[src/logic/hb_bus_pkg.sv]
////////////////////////////////////////
// bus-side vector types for the timer window
// hart index allows up to 16 harts, the timer uses 8
////////////////////////////////////////

`default_nettype none

package hb_bus_pkg;

  // byte offset inside the timer window
  typedef logic [15:0] hb_addr_t;

  // write and read data of the high-speed bus
  typedef logic [31:0] hb_data_t;

  // hart number
  typedef logic [3:0] hart_idx_t;

endpackage

`default_nettype wire

[src/logic/timer_pkg.sv]
////////////////////////////////////////
// timer types and register offset map
// hart h compare sits at CMP_BASE_OFS + 8*h, high half 4 above
////////////////////////////////////////

`default_nettype none

package timer_pkg;

  // full time or compare value
  typedef logic [63:0] mtime_t;

  // ticks that landed on an mtime read
  typedef logic [3:0] pend_cnt_t;

  // mtime halves
  localparam logic [15:0] MTIME_LO_OFS = 16'h0000;
  localparam logic [15:0] MTIME_HI_OFS = 16'h0004;

  // first compare register, one 8 byte slot per hart
  localparam logic [15:0] CMP_BASE_OFS = 16'h0008;

  // keeps every interrupt quiet until software sets a compare
  localparam mtime_t CMP_RESET = '1;

endpackage

`default_nettype wire

[src/logic/machine_timer.sv]
////////////////////////////////////////
// NUM_HARTS from 1 to 8, strobes need no handshake
// systemtimer_clk below half the hb_clk rate
////////////////////////////////////////

`timescale 1ns/10ps
`default_nettype none

module machine_timer #(
  parameter int NUM_HARTS = 2
) (
  input  wire                       hb_clk,
  input  wire                       rst_n,
  input  wire                       systemtimer_clk,
  input  wire                       sel_ren,
  input  wire                       sel_wen,
  input  wire hb_bus_pkg::hb_addr_t raddr,
  input  wire hb_bus_pkg::hb_addr_t waddr,
  input  wire hb_bus_pkg::hb_data_t wdata,
  output hb_bus_pkg::hb_data_t      rdata,
  output logic [NUM_HARTS-1:0]      mtimer_int
);

  import hb_bus_pkg::*;
  import timer_pkg::*;

  logic                  tick_pulse;
  logic                  time_wr_lo;
  logic                  time_wr_hi;
  logic                  time_rd;
  logic [NUM_HARTS-1:0]  cmp_wr_lo;
  logic [NUM_HARTS-1:0]  cmp_wr_hi;
  logic                  rd_sel_time;
  logic                  rd_sel_hi;
  logic                  rd_valid;
  hart_idx_t             rd_hart;
  mtime_t                mtime;
  mtime_t [NUM_HARTS-1:0] cmp_bus;

  tick_sync u_tick_sync (
    .hb_clk          (hb_clk),
    .rst_n           (rst_n),
    .systemtimer_clk (systemtimer_clk),
    .tick_pulse      (tick_pulse)
  );

  timer_slave_decode #(
    .NUM_HARTS (NUM_HARTS)
  ) u_decode (
    .hb_clk      (hb_clk),
    .rst_n       (rst_n),
    .sel_ren     (sel_ren),
    .sel_wen     (sel_wen),
    .raddr       (raddr),
    .waddr       (waddr),
    .time_wr_lo  (time_wr_lo),
    .time_wr_hi  (time_wr_hi),
    .time_rd     (time_rd),
    .cmp_wr_lo   (cmp_wr_lo),
    .cmp_wr_hi   (cmp_wr_hi),
    .rd_sel_time (rd_sel_time),
    .rd_sel_hi   (rd_sel_hi),
    .rd_hart     (rd_hart),
    .rd_valid    (rd_valid)
  );

  mtime_counter u_mtime (
    .hb_clk     (hb_clk),
    .rst_n      (rst_n),
    .tick_pulse (tick_pulse),
    .time_wr_lo (time_wr_lo),
    .time_wr_hi (time_wr_hi),
    .time_rd    (time_rd),
    .wdata      (wdata),
    .mtime      (mtime)
  );

  // one compare unit per hart
  for (genvar h = 0; h < NUM_HARTS; h++) begin : g_hart
    mtimecmp_unit u_cmp (
      .hb_clk     (hb_clk),
      .rst_n      (rst_n),
      .cmp_wr_lo  (cmp_wr_lo[h]),
      .cmp_wr_hi  (cmp_wr_hi[h]),
      .wdata      (wdata),
      .mtime      (mtime),
      .mtimecmp   (cmp_bus[h]),
      .mtimer_int (mtimer_int[h])
    );
  end

  timer_read_mux #(
    .NUM_HARTS (NUM_HARTS)
  ) u_read_mux (
    .hb_clk      (hb_clk),
    .rst_n       (rst_n),
    .rd_valid    (rd_valid),
    .rd_sel_time (rd_sel_time),
    .rd_sel_hi   (rd_sel_hi),
    .rd_hart     (rd_hart),
    .mtime       (mtime),
    .cmp_bus     (cmp_bus),
    .rdata       (rdata)
  );

endmodule

`default_nettype wire

[src/logic/mtime_counter.sv]
////////////////////////////////////////
// up to 15 ticks may land on reads before the next tick
// a write to mtime drops a same-cycle tick
////////////////////////////////////////

`timescale 1ns/10ps
`default_nettype none

module mtime_counter (
  input  wire                    hb_clk,
  input  wire                    rst_n,
  input  wire                    tick_pulse,
  input  wire                    time_wr_lo,
  input  wire                    time_wr_hi,
  input  wire                    time_rd,
  input  wire hb_bus_pkg::hb_data_t wdata,
  output timer_pkg::mtime_t      mtime
);

  import timer_pkg::*;

  pend_cnt_t pend_cnt;
  mtime_t    next_mtime;
  logic      tick_on_read;

  // a tick adds itself plus whatever was held back
  assign next_mtime   = mtime + mtime_t'(pend_cnt) + mtime_t'(1);
  assign tick_on_read = tick_pulse && time_rd;

  always_ff @(posedge hb_clk or negedge rst_n) begin
    if (!rst_n) begin
      mtime    <= '0;
      pend_cnt <= '0;
    end else if (time_wr_lo || time_wr_hi) begin
      // software sets an absolute time, old ticks no longer apply
      if (time_wr_lo) begin
        mtime[31:0] <= wdata;
      end
      if (time_wr_hi) begin
        mtime[63:32] <= wdata;
      end
      pend_cnt <= '0;
    end else if (tick_on_read) begin
      // hold mtime steady for the read
      pend_cnt <= pend_cnt + 1'b1;
    end else if (tick_pulse) begin
      mtime    <= next_mtime;
      pend_cnt <= '0;
    end
  end

  a_pend_no_wrap : assert property (
    @(posedge hb_clk) disable iff (!rst_n)
      (pend_cnt == '1) |-> !(tick_on_read && !time_wr_lo && !time_wr_hi)
  );

endmodule

`default_nettype wire

[src/logic/mtimecmp_unit.sv]
////////////////////////////////////////
// interrupt is a level, follows mtime one cycle late
////////////////////////////////////////

`timescale 1ns/10ps
`default_nettype none

module mtimecmp_unit (
  input  wire                       hb_clk,
  input  wire                       rst_n,
  input  wire                       cmp_wr_lo,
  input  wire                       cmp_wr_hi,
  input  wire hb_bus_pkg::hb_data_t wdata,
  input  wire timer_pkg::mtime_t    mtime,
  output timer_pkg::mtime_t         mtimecmp,
  output logic                      mtimer_int
);

  import timer_pkg::*;

  logic cmp_wr;
  logic time_ge_cmp;

  assign cmp_wr      = cmp_wr_lo || cmp_wr_hi;
  assign time_ge_cmp = (mtime >= mtimecmp);

  always_ff @(posedge hb_clk or negedge rst_n) begin
    if (!rst_n) begin
      mtimecmp   <= CMP_RESET;
      mtimer_int <= 1'b0;
    end else begin
      if (cmp_wr_lo) begin
        mtimecmp[31:0] <= wdata;
      end
      if (cmp_wr_hi) begin
        mtimecmp[63:32] <= wdata;
      end
      // a new compare value acknowledges the interrupt
      if (cmp_wr) begin
        mtimer_int <= 1'b0;
      end else begin
        mtimer_int <= time_ge_cmp;
      end
    end
  end

  // both halves share wdata, one word targets one half
  a_one_half_per_write : assert property (
    @(posedge hb_clk) disable iff (!rst_n) !(cmp_wr_lo && cmp_wr_hi)
  );

endmodule

`default_nettype wire

[src/logic/tick_sync.sv]
////////////////////////////////////////
// systemtimer_clk must run below half the hb_clk rate
////////////////////////////////////////

`timescale 1ns/10ps
`default_nettype none

module tick_sync (
  input  wire  hb_clk,
  input  wire  rst_n,
  input  wire  systemtimer_clk,
  output logic tick_pulse
);

  logic sync1;
  logic sync2;
  logic prev;

  // two stage synchronizer plus last sampled level
  always_ff @(posedge hb_clk or negedge rst_n) begin
    if (!rst_n) begin
      sync1 <= 1'b0;
      sync2 <= 1'b0;
      prev  <= 1'b0;
    end else begin
      sync1 <= systemtimer_clk;
      sync2 <= sync1;
      prev  <= sync2;
    end
  end

  // one cycle per sampled rising edge
  assign tick_pulse = sync2 & ~prev;

endmodule

`default_nettype wire

[src/logic/timer_read_mux.sv]
////////////////////////////////////////
// rdata is zero on any cycle after no valid read
////////////////////////////////////////

`timescale 1ns/10ps
`default_nettype none

module timer_read_mux #(
  parameter int NUM_HARTS = 2
) (
  input  wire                                    hb_clk,
  input  wire                                    rst_n,
  input  wire                                    rd_valid,
  input  wire                                    rd_sel_time,
  input  wire                                    rd_sel_hi,
  input  wire hb_bus_pkg::hart_idx_t             rd_hart,
  input  wire timer_pkg::mtime_t                 mtime,
  input  wire timer_pkg::mtime_t [NUM_HARTS-1:0] cmp_bus,
  output hb_bus_pkg::hb_data_t                   rdata
);

  import timer_pkg::*;

  mtime_t src;

  // pick the 64 bit source first
  always_comb begin
    src = '0;
    if (rd_sel_time) begin
      src = mtime;
    end else if (rd_hart < NUM_HARTS) begin
      src = cmp_bus[rd_hart];
    end
  end

  always_ff @(posedge hb_clk or negedge rst_n) begin
    if (!rst_n) begin
      rdata <= '0;
    end else if (!rd_valid) begin
      rdata <= '0;
    end else if (rd_sel_hi) begin
      rdata <= src[63:32];
    end else begin
      rdata <= src[31:0];
    end
  end

endmodule

`default_nettype wire

[src/logic/timer_slave_decode.sv]
////////////////////////////////////////
// unaligned or out-of-window offsets give no strobe
////////////////////////////////////////

`timescale 1ns/10ps
`default_nettype none

module timer_slave_decode #(
  parameter int NUM_HARTS = 2
) (
  input  wire                         hb_clk,
  input  wire                         rst_n,
  input  wire                         sel_ren,
  input  wire                         sel_wen,
  input  wire hb_bus_pkg::hb_addr_t   raddr,
  input  wire hb_bus_pkg::hb_addr_t   waddr,
  output logic                        time_wr_lo,
  output logic                        time_wr_hi,
  output logic                        time_rd,
  output logic [NUM_HARTS-1:0]        cmp_wr_lo,
  output logic [NUM_HARTS-1:0]        cmp_wr_hi,
  output logic                        rd_sel_time,
  output logic                        rd_sel_hi,
  output hb_bus_pkg::hart_idx_t       rd_hart,
  output logic                        rd_valid
);

  import hb_bus_pkg::*;
  import timer_pkg::*;

  // first offset past the last hart
  localparam hb_addr_t CMP_END_OFS = hb_addr_t'(CMP_BASE_OFS + 8 * NUM_HARTS);

  hb_addr_t w_rel;
  hb_addr_t r_rel;
  logic     w_cmp;
  logic     r_time;
  logic     r_cmp;

  // write side
  assign w_rel = waddr - CMP_BASE_OFS;
  assign w_cmp = (waddr[1:0] == 2'b00) && (waddr >= CMP_BASE_OFS) && (waddr < CMP_END_OFS);

  assign time_wr_lo = sel_wen && (waddr == MTIME_LO_OFS);
  assign time_wr_hi = sel_wen && (waddr == MTIME_HI_OFS);

  always_comb begin
    cmp_wr_lo = '0;
    cmp_wr_hi = '0;
    for (int h = 0; h < NUM_HARTS; h++) begin
      if (sel_wen && w_cmp && (w_rel[6:3] == hart_idx_t'(h))) begin
        cmp_wr_lo[h] = ~waddr[2];
        cmp_wr_hi[h] = waddr[2];
      end
    end
  end

  // read side, sampled by the read mux in the strobe cycle
  assign r_rel  = raddr - CMP_BASE_OFS;
  assign r_time = (raddr == MTIME_LO_OFS) || (raddr == MTIME_HI_OFS);
  assign r_cmp  = (raddr[1:0] == 2'b00) && (raddr >= CMP_BASE_OFS) && (raddr < CMP_END_OFS);

  assign time_rd     = sel_ren && r_time;
  assign rd_valid    = sel_ren && (r_time || r_cmp);
  assign rd_sel_time = r_time;
  assign rd_sel_hi   = raddr[2];
  assign rd_hart     = r_cmp ? r_rel[6:3] : '0;

  a_onehot_write : assert property (
    @(posedge hb_clk) disable iff (!rst_n)
      $onehot0({time_wr_lo, time_wr_hi, cmp_wr_lo, cmp_wr_hi})
  );

endmodule

`default_nettype wire

[config.mk]
export PLATFORM = sky130hd
export DESIGN_NAME = machine_timer
export DESIGN_NICKNAME = d
export VERILOG_FILES = /design/src/logic/hb_bus_pkg.sv /design/src/logic/timer_pkg.sv /design/src/logic/machine_timer.sv /design/src/logic/mtime_counter.sv /design/src/logic/mtimecmp_unit.sv /design/src/logic/tick_sync.sv /design/src/logic/timer_read_mux.sv /design/src/logic/timer_slave_decode.sv
export SDC_FILE = /design/constraint.sdc
export NUM_CORES = 1
export LEC_CHECK = 0
export BUFFER_PORTS_ARGS = -buffer_cell sky130_fd_sc_hd__buf_2
export CAP_MARGIN = 40
export CELL_PAD_IN_SITES_DETAIL_PLACEMENT = 0
export CELL_PAD_IN_SITES_GLOBAL_PLACEMENT = 1
export CORE_AREA = 2 2 228 230
export CTS_CLUSTER_SIZE = 8
export DETAILED_ROUTE_END_ITERATION = 6
export DIE_AREA = 0 0 230 232
export GPL_TIMING_DRIVEN = 0
export HOLD_SLACK_MARGIN = 0.15
export PLACE_DENSITY = 0.59
export SYNTH_ARGS = -nofsm -noshare
export SYNTH_HDL_FRONTEND = slang
export SYNTH_HIERARCHICAL = 1
export SYNTH_SLANG_ARGS = --single-unit
[constraint.sdc]
create_clock -name hb_clk -period 2.6 [get_ports hb_clk]
set_input_delay 0.52 -clock hb_clk [delete_from_list [all_inputs] [get_ports hb_clk]]
set_output_delay 0.52 -clock hb_clk [all_outputs]
set_load 0.1 [all_outputs]
==> results.py, run 1 <==
metrics = {
    "setup_path": {
        "crit_cells": 10,
        "rr_worst_depth": 10,
        "required_ns": 3.03,
        "path_cells": "inv_1 -> ha_1 -> nand4_1 -> nor4_4 -> buf_4 -> nand2_2 -> nor3_4 -> o41ai_1 -> buf_2 -> a311oi_4",
        "cp-end-kind": "register",
        "critPathLaunchType": "register",
        "cpPeakStageDelay_ns": 0.52,
        "crit_family": "simple AND/OR/NAND/NOR gates",
        "arrival_ns": 3.12,
        "slowest_stage": "dfstp_2",
        "crit_type": "register to register",
        "crit_fanout": 2,
        "cp.buffers_inverters": 3,
    },
    "die": {
        "die-height_um": 232,
        "ios": 103,
        "die_area_mm2": 0.0534,
        "core_mm2": 0.0509,
        "rows": 83,
        "die_x_um": 230,
        "initial_utilization_pct": 29.8,
    },
    "finish": {
        "layout_commonest_cell": "nand2_1",
        "mostFrequentLayoutCells": "nand2_1 (216), o21ai_0 (171), inv_1 (141), ha_1 (131), dfstp_2 (128)",
        "drive_above_1_share_pct": 28.9,
        "nNetsFinal": 1978,
        "syn_to_final_growth_pct": 21.0,
        "instances_no_fill": 2480,
    },
    "timing": {
        "rsz0062_at_grt": "true",
        "finalSetupTns_ns": -0.0908,
        "setup_viol": 1,
        "finalHoldViolCount": 0,
        "period_needed_ns": 2.69,
        "finalMaxSlewViolations": 0,
        "finalCritPeriodShare_pct": 103,
        "relSlewSlack_pct": 41.4,
        "skew_ns": 0.0154,
        "setup_ws_ns": -0.0908,
        "fmax_ghz": 0.372,
        "worst_pin_slew_ns": 0.880,
    },
    "clock_network": {
        "clock-root-buffer": "clkbuf_16",
        "htreeDepth": 2,
        "cts_sinks": 233,
        "cts_tree": "done",
        "clock_latency_ns": 0.55,
        "cts_buffer_depth": 3,
        "path_clk_slew_ns": 0.05,
        "cts_made_buffers": 35,
    },
    "routing": {
        "drc_errors": 0,
        "num_vias": 13600,
        "wl_um": 63000,
        "routed_via_density": 5.46,
        "dr.pass1.iters": 5,
        "ant_nets": 0,
        "drt_iter0_drc": 1104,
        "wl_per_cell_um": 25.4,
    },
    "pwr": {
        "powerDensity_mw_per_mm2": 486,
        "p_leak_nw": 8.77,
        "pwr-share-comb_pct": 8.0,
        "clkPwrFrac_pct": 49.6,
        "seq_power_share_pct": 42.4,
        "p_sw_share_pct": 26.1,
        "internal_power_mw": 6.59,
        "p_sw_mw": 2.33,
        "ir_worst_vdd_mv": 0.357,
    },
    "synthesis": {
        "avgSynthCellArea_um2": 9.52,
        "yosys_warnings": 6,
        "yosys.area.top_type_share_pct": 22.2,
        "async_reset_ff_share_pct": 100,
        "ys_types": 84,
        "netlist_area_mm2": 0.0152,
        "synth_area_leaders": "dfstp_2 (22%), dfrtp_1 (17%), ha_1 (11%)",
        "ys.flop_type": "dfstp_2",
        "synth_area_leader_cell": "dfstp_2",
        "synthCells": 1594,
        "yosys_register_bits": 233,
        "synth-seq-area-share_pct": 39.5,
        "synth_edf_count": 0,
        "syn_nets": 1798,
    },
    "placed_design": {
        "hpwlAfterDp_um": 46800,
        "dp_cells": 2390,
        "dpl_worst_slack_ns": -1.06,
        "portBuffers": 101,
        "routabilityCongestion": 0.965,
    },
    "global_route": {
        "grt_pass1_wl_um": 92100,
        "grt_max_degree": 115,
        "overflow": 0,
        "grt.total_usage_pct": 23.5,
        "antenna_found_initial": 2,
        "grt_pass1_vias": 13500,
    },
    "hold_path": {
        "min_path_cells": 3,
        "hold_class": "primary input to register",
    },
    "outcome": {
        "run_status": "finished, violations left",
        "violations": "setup timing",
    },
    "job": {
        "cap_violations": 0,
    },
}
==> power by group through the flow <==
stage          sequential [mW]  clock [mW]  combinational (mW)
2_1_floorplan             3.80           0               0.314
3_3_place_gp              3.84           0               0.607
3_5_place_dp              3.84           0               0.638
4_1_cts                   3.78        4.56               0.686
5_1_grt                   3.79        4.71               0.771
6_report                  3.78        4.43               0.711
==> state kept, by name, summed over array words and instances (netlist names) <==
register / cells
u_mtime/pend_cnt: 4
u_read_mux/rdata: 32
u_tick_sync/prev: 1
g_hart.u_cmp/mtimecmp: 128
u_mtime/mtime: 64
g_hart.u_cmp/mtimer_int: 2
u_tick_sync/sync2: 1
u_tick_sync/sync1: 1
==> path summary, 6_finish.rpt <==
path	start	end	slack, ns
min in group asynchronous	rst_n	u_mtime/mtime[44]$_DFFE_PN0P_	0.42
worst min register to register	u_tick_sync/sync1$_DFF_PN0_	u_tick_sync/sync2$_DFF_PN0_	0.37
max in group asynchronous	rst_n	u_mtime/mtime[56]$_DFFE_PN0P_	1.22
worst min-delay path	wdata[5]	g_hart[1].u_cmp/mtimecmp[37]$_DFFE_PN1P_	0.26
worst max-delay path	g_hart[0].u_cmp/mtimecmp[49]$_DFFE_PN1P_	g_hart[0].u_cmp/mtimer_int$_DFF_PN0_	-0.09
worst max register to register	g_hart[0].u_cmp/mtimecmp[49]$_DFFE_PN1P_	g_hart[0].u_cmp/mtimer_int$_DFF_PN0_	-0.09
==> cells by family (layout without fill, tap and decap cells) <==
group	count (synthesis)	after routing	share of synthesized area [%]
simple gates	513	513	17.4
buf+inv	222	427	6.13
fa+ha+maj	135	135	11.2
flops	233	233	39.5
mux	70	70	7.62
other cells	1	2	0.0247
compound gates	400	400	17.1
xor+xnor	20	20	1.15
==> synthesized netlist by cell type, types with 11 or more instances <==
library cell	count
a211oi_1	12
a21o_1	12
a21oi_1	74
a32o_1	32
and3_1	14
buf_2	11
clkbuf_1	53
dfrtp_1	105
dfstp_2	128
ha_1	134
inv_1	143
mux2_2	38
mux4_2	30
nand2_1	219
nand3_1	40
nand4_1	49
nor2_1	66
nor3_1	40
nor4_1	11
o21ai_0	174
==> tightest hold or removal path: stages <==
cell and delay [ns]:
buf_2 0.14, nand2_1 0.07, o21ai_0 0.07
==> metrics by stage <==
step | hold WS, ns | power (mW) | util, % | area, µm²
floorplan | 0.224 | 4.11 | - | 15200
detailed placement | 0.347 | 4.48 | 32.8 | 16700
global placement | 0.345 | 4.45 | 32.5 | 16500
CTS | 0.243 | 9.03 | 35.7 | 18200
global route | 0.269 | 9.27 | 36.1 | 18400
finish | 0.264 | 8.92 | 36.1 | 18400
==> repair_timing <==
item                                    CTS  global route
resized for setup                        69            43
hold buffers                              2             0
buffers inserted                         15            12
pin swaps                                16             9
endpoints found under the setup margin   62            92
hold endpoints to repair                 23             0
==> layer usage <==
layer	track usage (%)	routed length (µm)	vias to the layer above
met1	32.3	28200	6792
met3	4.96	4630	93
li1	-	-	6167
met5	0	12	-
met2	36.6	28100	497
met4	8.31	2020	2
==> cell type report <==
type / count / area [µm²]
Clock inverter: 1 / 5.00
Inverter: 144 / 544
Buffer: 76 / 413
Sequential cell: 233 / 6010
Multi-Input combinational cell: 1139 / 8590
Clock buffer: 61 / 1030
Timing Repair Buffer: 145 / 920
Tap cell: 680 / 851
Fill cell: 5233 / 32500
Antenna cell: 1 / 2.50
Note: power is estimated with default switching activity, not from simulation.
==> inputs of run 2 (changes only) <==
==> constraint.sdc (replaced) <==
create_clock -name hb_clk -period 2.6 [get_ports hb_clk]
set_input_delay 0.39 -clock hb_clk [delete_from_list [all_inputs] [get_ports hb_clk]]
set_output_delay 0.39 -clock hb_clk [all_outputs]
set_load 0.1 [all_outputs]
==> run 2 against run 1 <==
Net effect: largest cell class unchanged; power up 0.89%; global-route usage is 0.23 points higher; worst hold slack got worse by 0.093 ns; sequential share of layout area decreased by 0.75 points; first-iteration DRC count rose by 16%; the run now ends clean.
==> results.py, run 2 (synthesized netlist as in run 1, its figures left out) <==
metrics = {
    "pwr": {
        "p_leak_nw": 8.90,
        "p_sw_mw": 2.38,
        "finalPower_mw": 9.00,
        "clkPwrFrac_pct": 49.5,
        "powerDensity_mw_per_mm2": 479,
        "pwr-share-comb_pct": 8.5,
        "p_sw_share_pct": 26.5,
        "seq_power_share_pct": 42.0,
        "ir_worst_vdd_mv": 0.328,
        "internal_power_mw": 6.62,
    },
    "setup_path": {
        "crit_path_end": "g_hart[1].u_cmp/mtimer_int$_DFF_PN0_",
        "arrival_ns": 3.04,
        "rr_worst_depth": 9,
        "ff2ff_setup_slack_ns": 0.002,
        "regToRegStartpoint": "g_hart[1].u_cmp/mtimecmp[63]$_DFFE_PN1P_",
        "timing.rr.end": "g_hart[1].u_cmp/mtimer_int$_DFF_PN0_",
        "startpoint": "g_hart[1].u_cmp/mtimecmp[63]$_DFFE_PN1P_",
        "crit_type": "register to register",
        "required_ns": 3.04,
        "cp-end-kind": "register",
        "critPathLaunchType": "register",
        "crit_fanout": 3,
    },
    "timing": {
        "skew_ns": 0.0234,
        "setup_viol": 0,
        "hold_ws_ns": 0.171,
        "rsz0062_at_grt": "true",
        "finalSetupTns_ns": 0,
        "worst_pin_slew_ns": 0.905,
        "fmax_ghz": 0.385,
        "finalCritPeriodShare_pct": 99.9,
        "finalMaxSlewViolations": 0,
        "period_needed_ns": 2.60,
        "finalHoldViolCount": 0,
        "relSlewSlack_pct": 39.7,
    },
    "clock_network": {
        "path_clk_slew_ns": 0.05,
        "clock_latency_ns": 0.57,
        "htreeDepth": 2,
        "cts_made_buffers": 35,
        "cts_tree": "done",
        "clock-root-buffer": "clkbuf_16",
        "cts_sinks": 233,
        "cts_buffer_depth": 3,
    },
    "placed_design": {
        "hpwlAfterDp_um": 46800,
        "dp_cells": 2390,
        "portBuffers": 101,
        "routabilityCongestion": 0.945,
    },
    "finish": {
        "drive_above_1_share_pct": 29.1,
        "largest_registers": "g_hart.u_cmp/mtimecmp (128), u_mtime/mtime (64), u_read_mux/rdata (32)",
        "nNetsFinal": 2006,
        "antenna_cells": 0,
        "layout_commonest_cell": "nand2_1",
        "largest_reg_flops": 128,
        "top_register": "g_hart.u_cmp/mtimecmp",
        "syn_to_final_growth_pct": 23.8,
        "instances_no_fill": 2506,
        "mostFrequentLayoutCells": "nand2_1 (216), o21ai_0 (169), inv_1 (138), dfstp_2 (128), ha_1 (124)",
    },
    "routing": {
        "wl_met2_um": 28000,
        "drc_errors": 0,
        "drt_iter0_drc": 1278,
        "ant_nets": 0,
        "num_vias": 13700,
        "wl_um": 63100,
        "dr.pass1.iters": 5,
        "wl_met1_um": 28300,
        "wl_per_cell_um": 25.2,
        "top_layer_used": "met4",
        "routed_via_density": 5.46,
        "routed-wl-met3_um": 4790,
    },
    "die": {
        "ios": 103,
        "initial_utilization_pct": 29.8,
        "die_x_um": 230,
        "die_area_mm2": 0.0534,
        "die-height_um": 232,
        "core_mm2": 0.0509,
        "rows": 83,
    },
    "global_route": {
        "grt_pass1_wl_um": 93400,
        "grt.total_usage_pct": 23.8,
        "grt_pass1_vias": 13800,
        "antenna_found_initial": 3,
        "overflow": 0,
        "grt_max_degree": 115,
    },
    "hold_path": {
        "hold_class": "primary input to register",
        "hp-start": "wdata[9]",
    },
    "job": {
        "cap_violations": 0,
    },
    "outcome": {
        "run_status": "finished clean",
    },
}
-- run 2: cell count changes in the layout (fill, tap and decap cells not counted), sizes merged --
cell / change
diode: -1
clkbuf: -3
dlygate4sd3: +27
clkdlybuf4s18: +1
clkinv: -1
inv: +3
buf: -1
bufinv: +1
-- run 2: power groups by stage --
stage	Sequential [mW]	Combinational [mW]	Clock (mW)
6_report	3.78	0.767	4.45
5_1_grt	3.79	0.851	4.71
4_1_cts	3.78	0.723	4.58
3_5_place_dp	3.84	0.638	0
3_3_place_gp	3.84	0.608	0
2_1_floorplan	3.80	0.314	0
-- run 2: cell type report --
type | instances | area (µm²)
buffer | 76 | 400
clock buffer | 57 | 968
clock inverter | 4 | 56.3
fill | 5210 | 32100
inverter | 144 | 544
multi-input combinational | 1139 | 8750
sequential | 233 | 6010
tap | 680 | 851
timing repair buffer | 173 | 1210
-- run 2: critical path, cell delays in order, from the launching register on --
cell and delay [ns]:
dfstp_2 0.53, inv_1 0.06, ha_1 0.36, nand4_4 0.14, nor4_4 0.27, buf_4 0.20, nand2_4 0.07, nor3_4 0.28
o41ai_4 0.20, a311oi_2 0.36
-- run 2: worst min path at each step --
stage / endpoint / slack (ns) / cells after the start
floorplan: g_hart[0].u_cmp/mtimer_int$_DFF_PN0_ / 0.09 / 0
global route: g_hart[0].u_cmp/mtimecmp[29]$_DFFE_PN1P_ / 0.17 / 3
CTS: g_hart[0].u_cmp/mtimecmp[61]$_DFFE_PN1P_ / 0.15 / 3
global placement: u_tick_sync/sync2$_DFF_PN0_ / 0.34 / 0
detailed placement: u_read_mux/rdata[13]$_DFF_PN0_ / 0.24 / 1
finish: g_hart[0].u_cmp/mtimecmp[9]$_DFFE_PN1P_ / 0.17 / 3
-- run 2: routing by layer --
metal	up-vias	global-route usage, %
li1	6240	-
met3	110	5.17
met1	6851	32.7
met2	488	37.0
met4	0	7.94
met5	-	0
-- run 2: through the flow --
stage / setup slack [ns] / area [µm²] / util [%]
floorplan: 0.0741 / 15200 / -
global placement: -3.32 / 16500 / 32.5
detailed placement: -0.946 / 16700 / 32.8
CTS: -0.114 / 18400 / 36.1
global route: -0.0495 / 18800 / 36.9
finish: 0.00200 / 18800 / 36.9
-- run 2: what timing repair did --
action,4_1_cts,5_1_grt
hold endpoints to repair,211,0
endpoints found under the setup margin,60,71
pin swaps,15,11
setup buffers,15,13
hold buffers,29,0
resized for setup,57,68
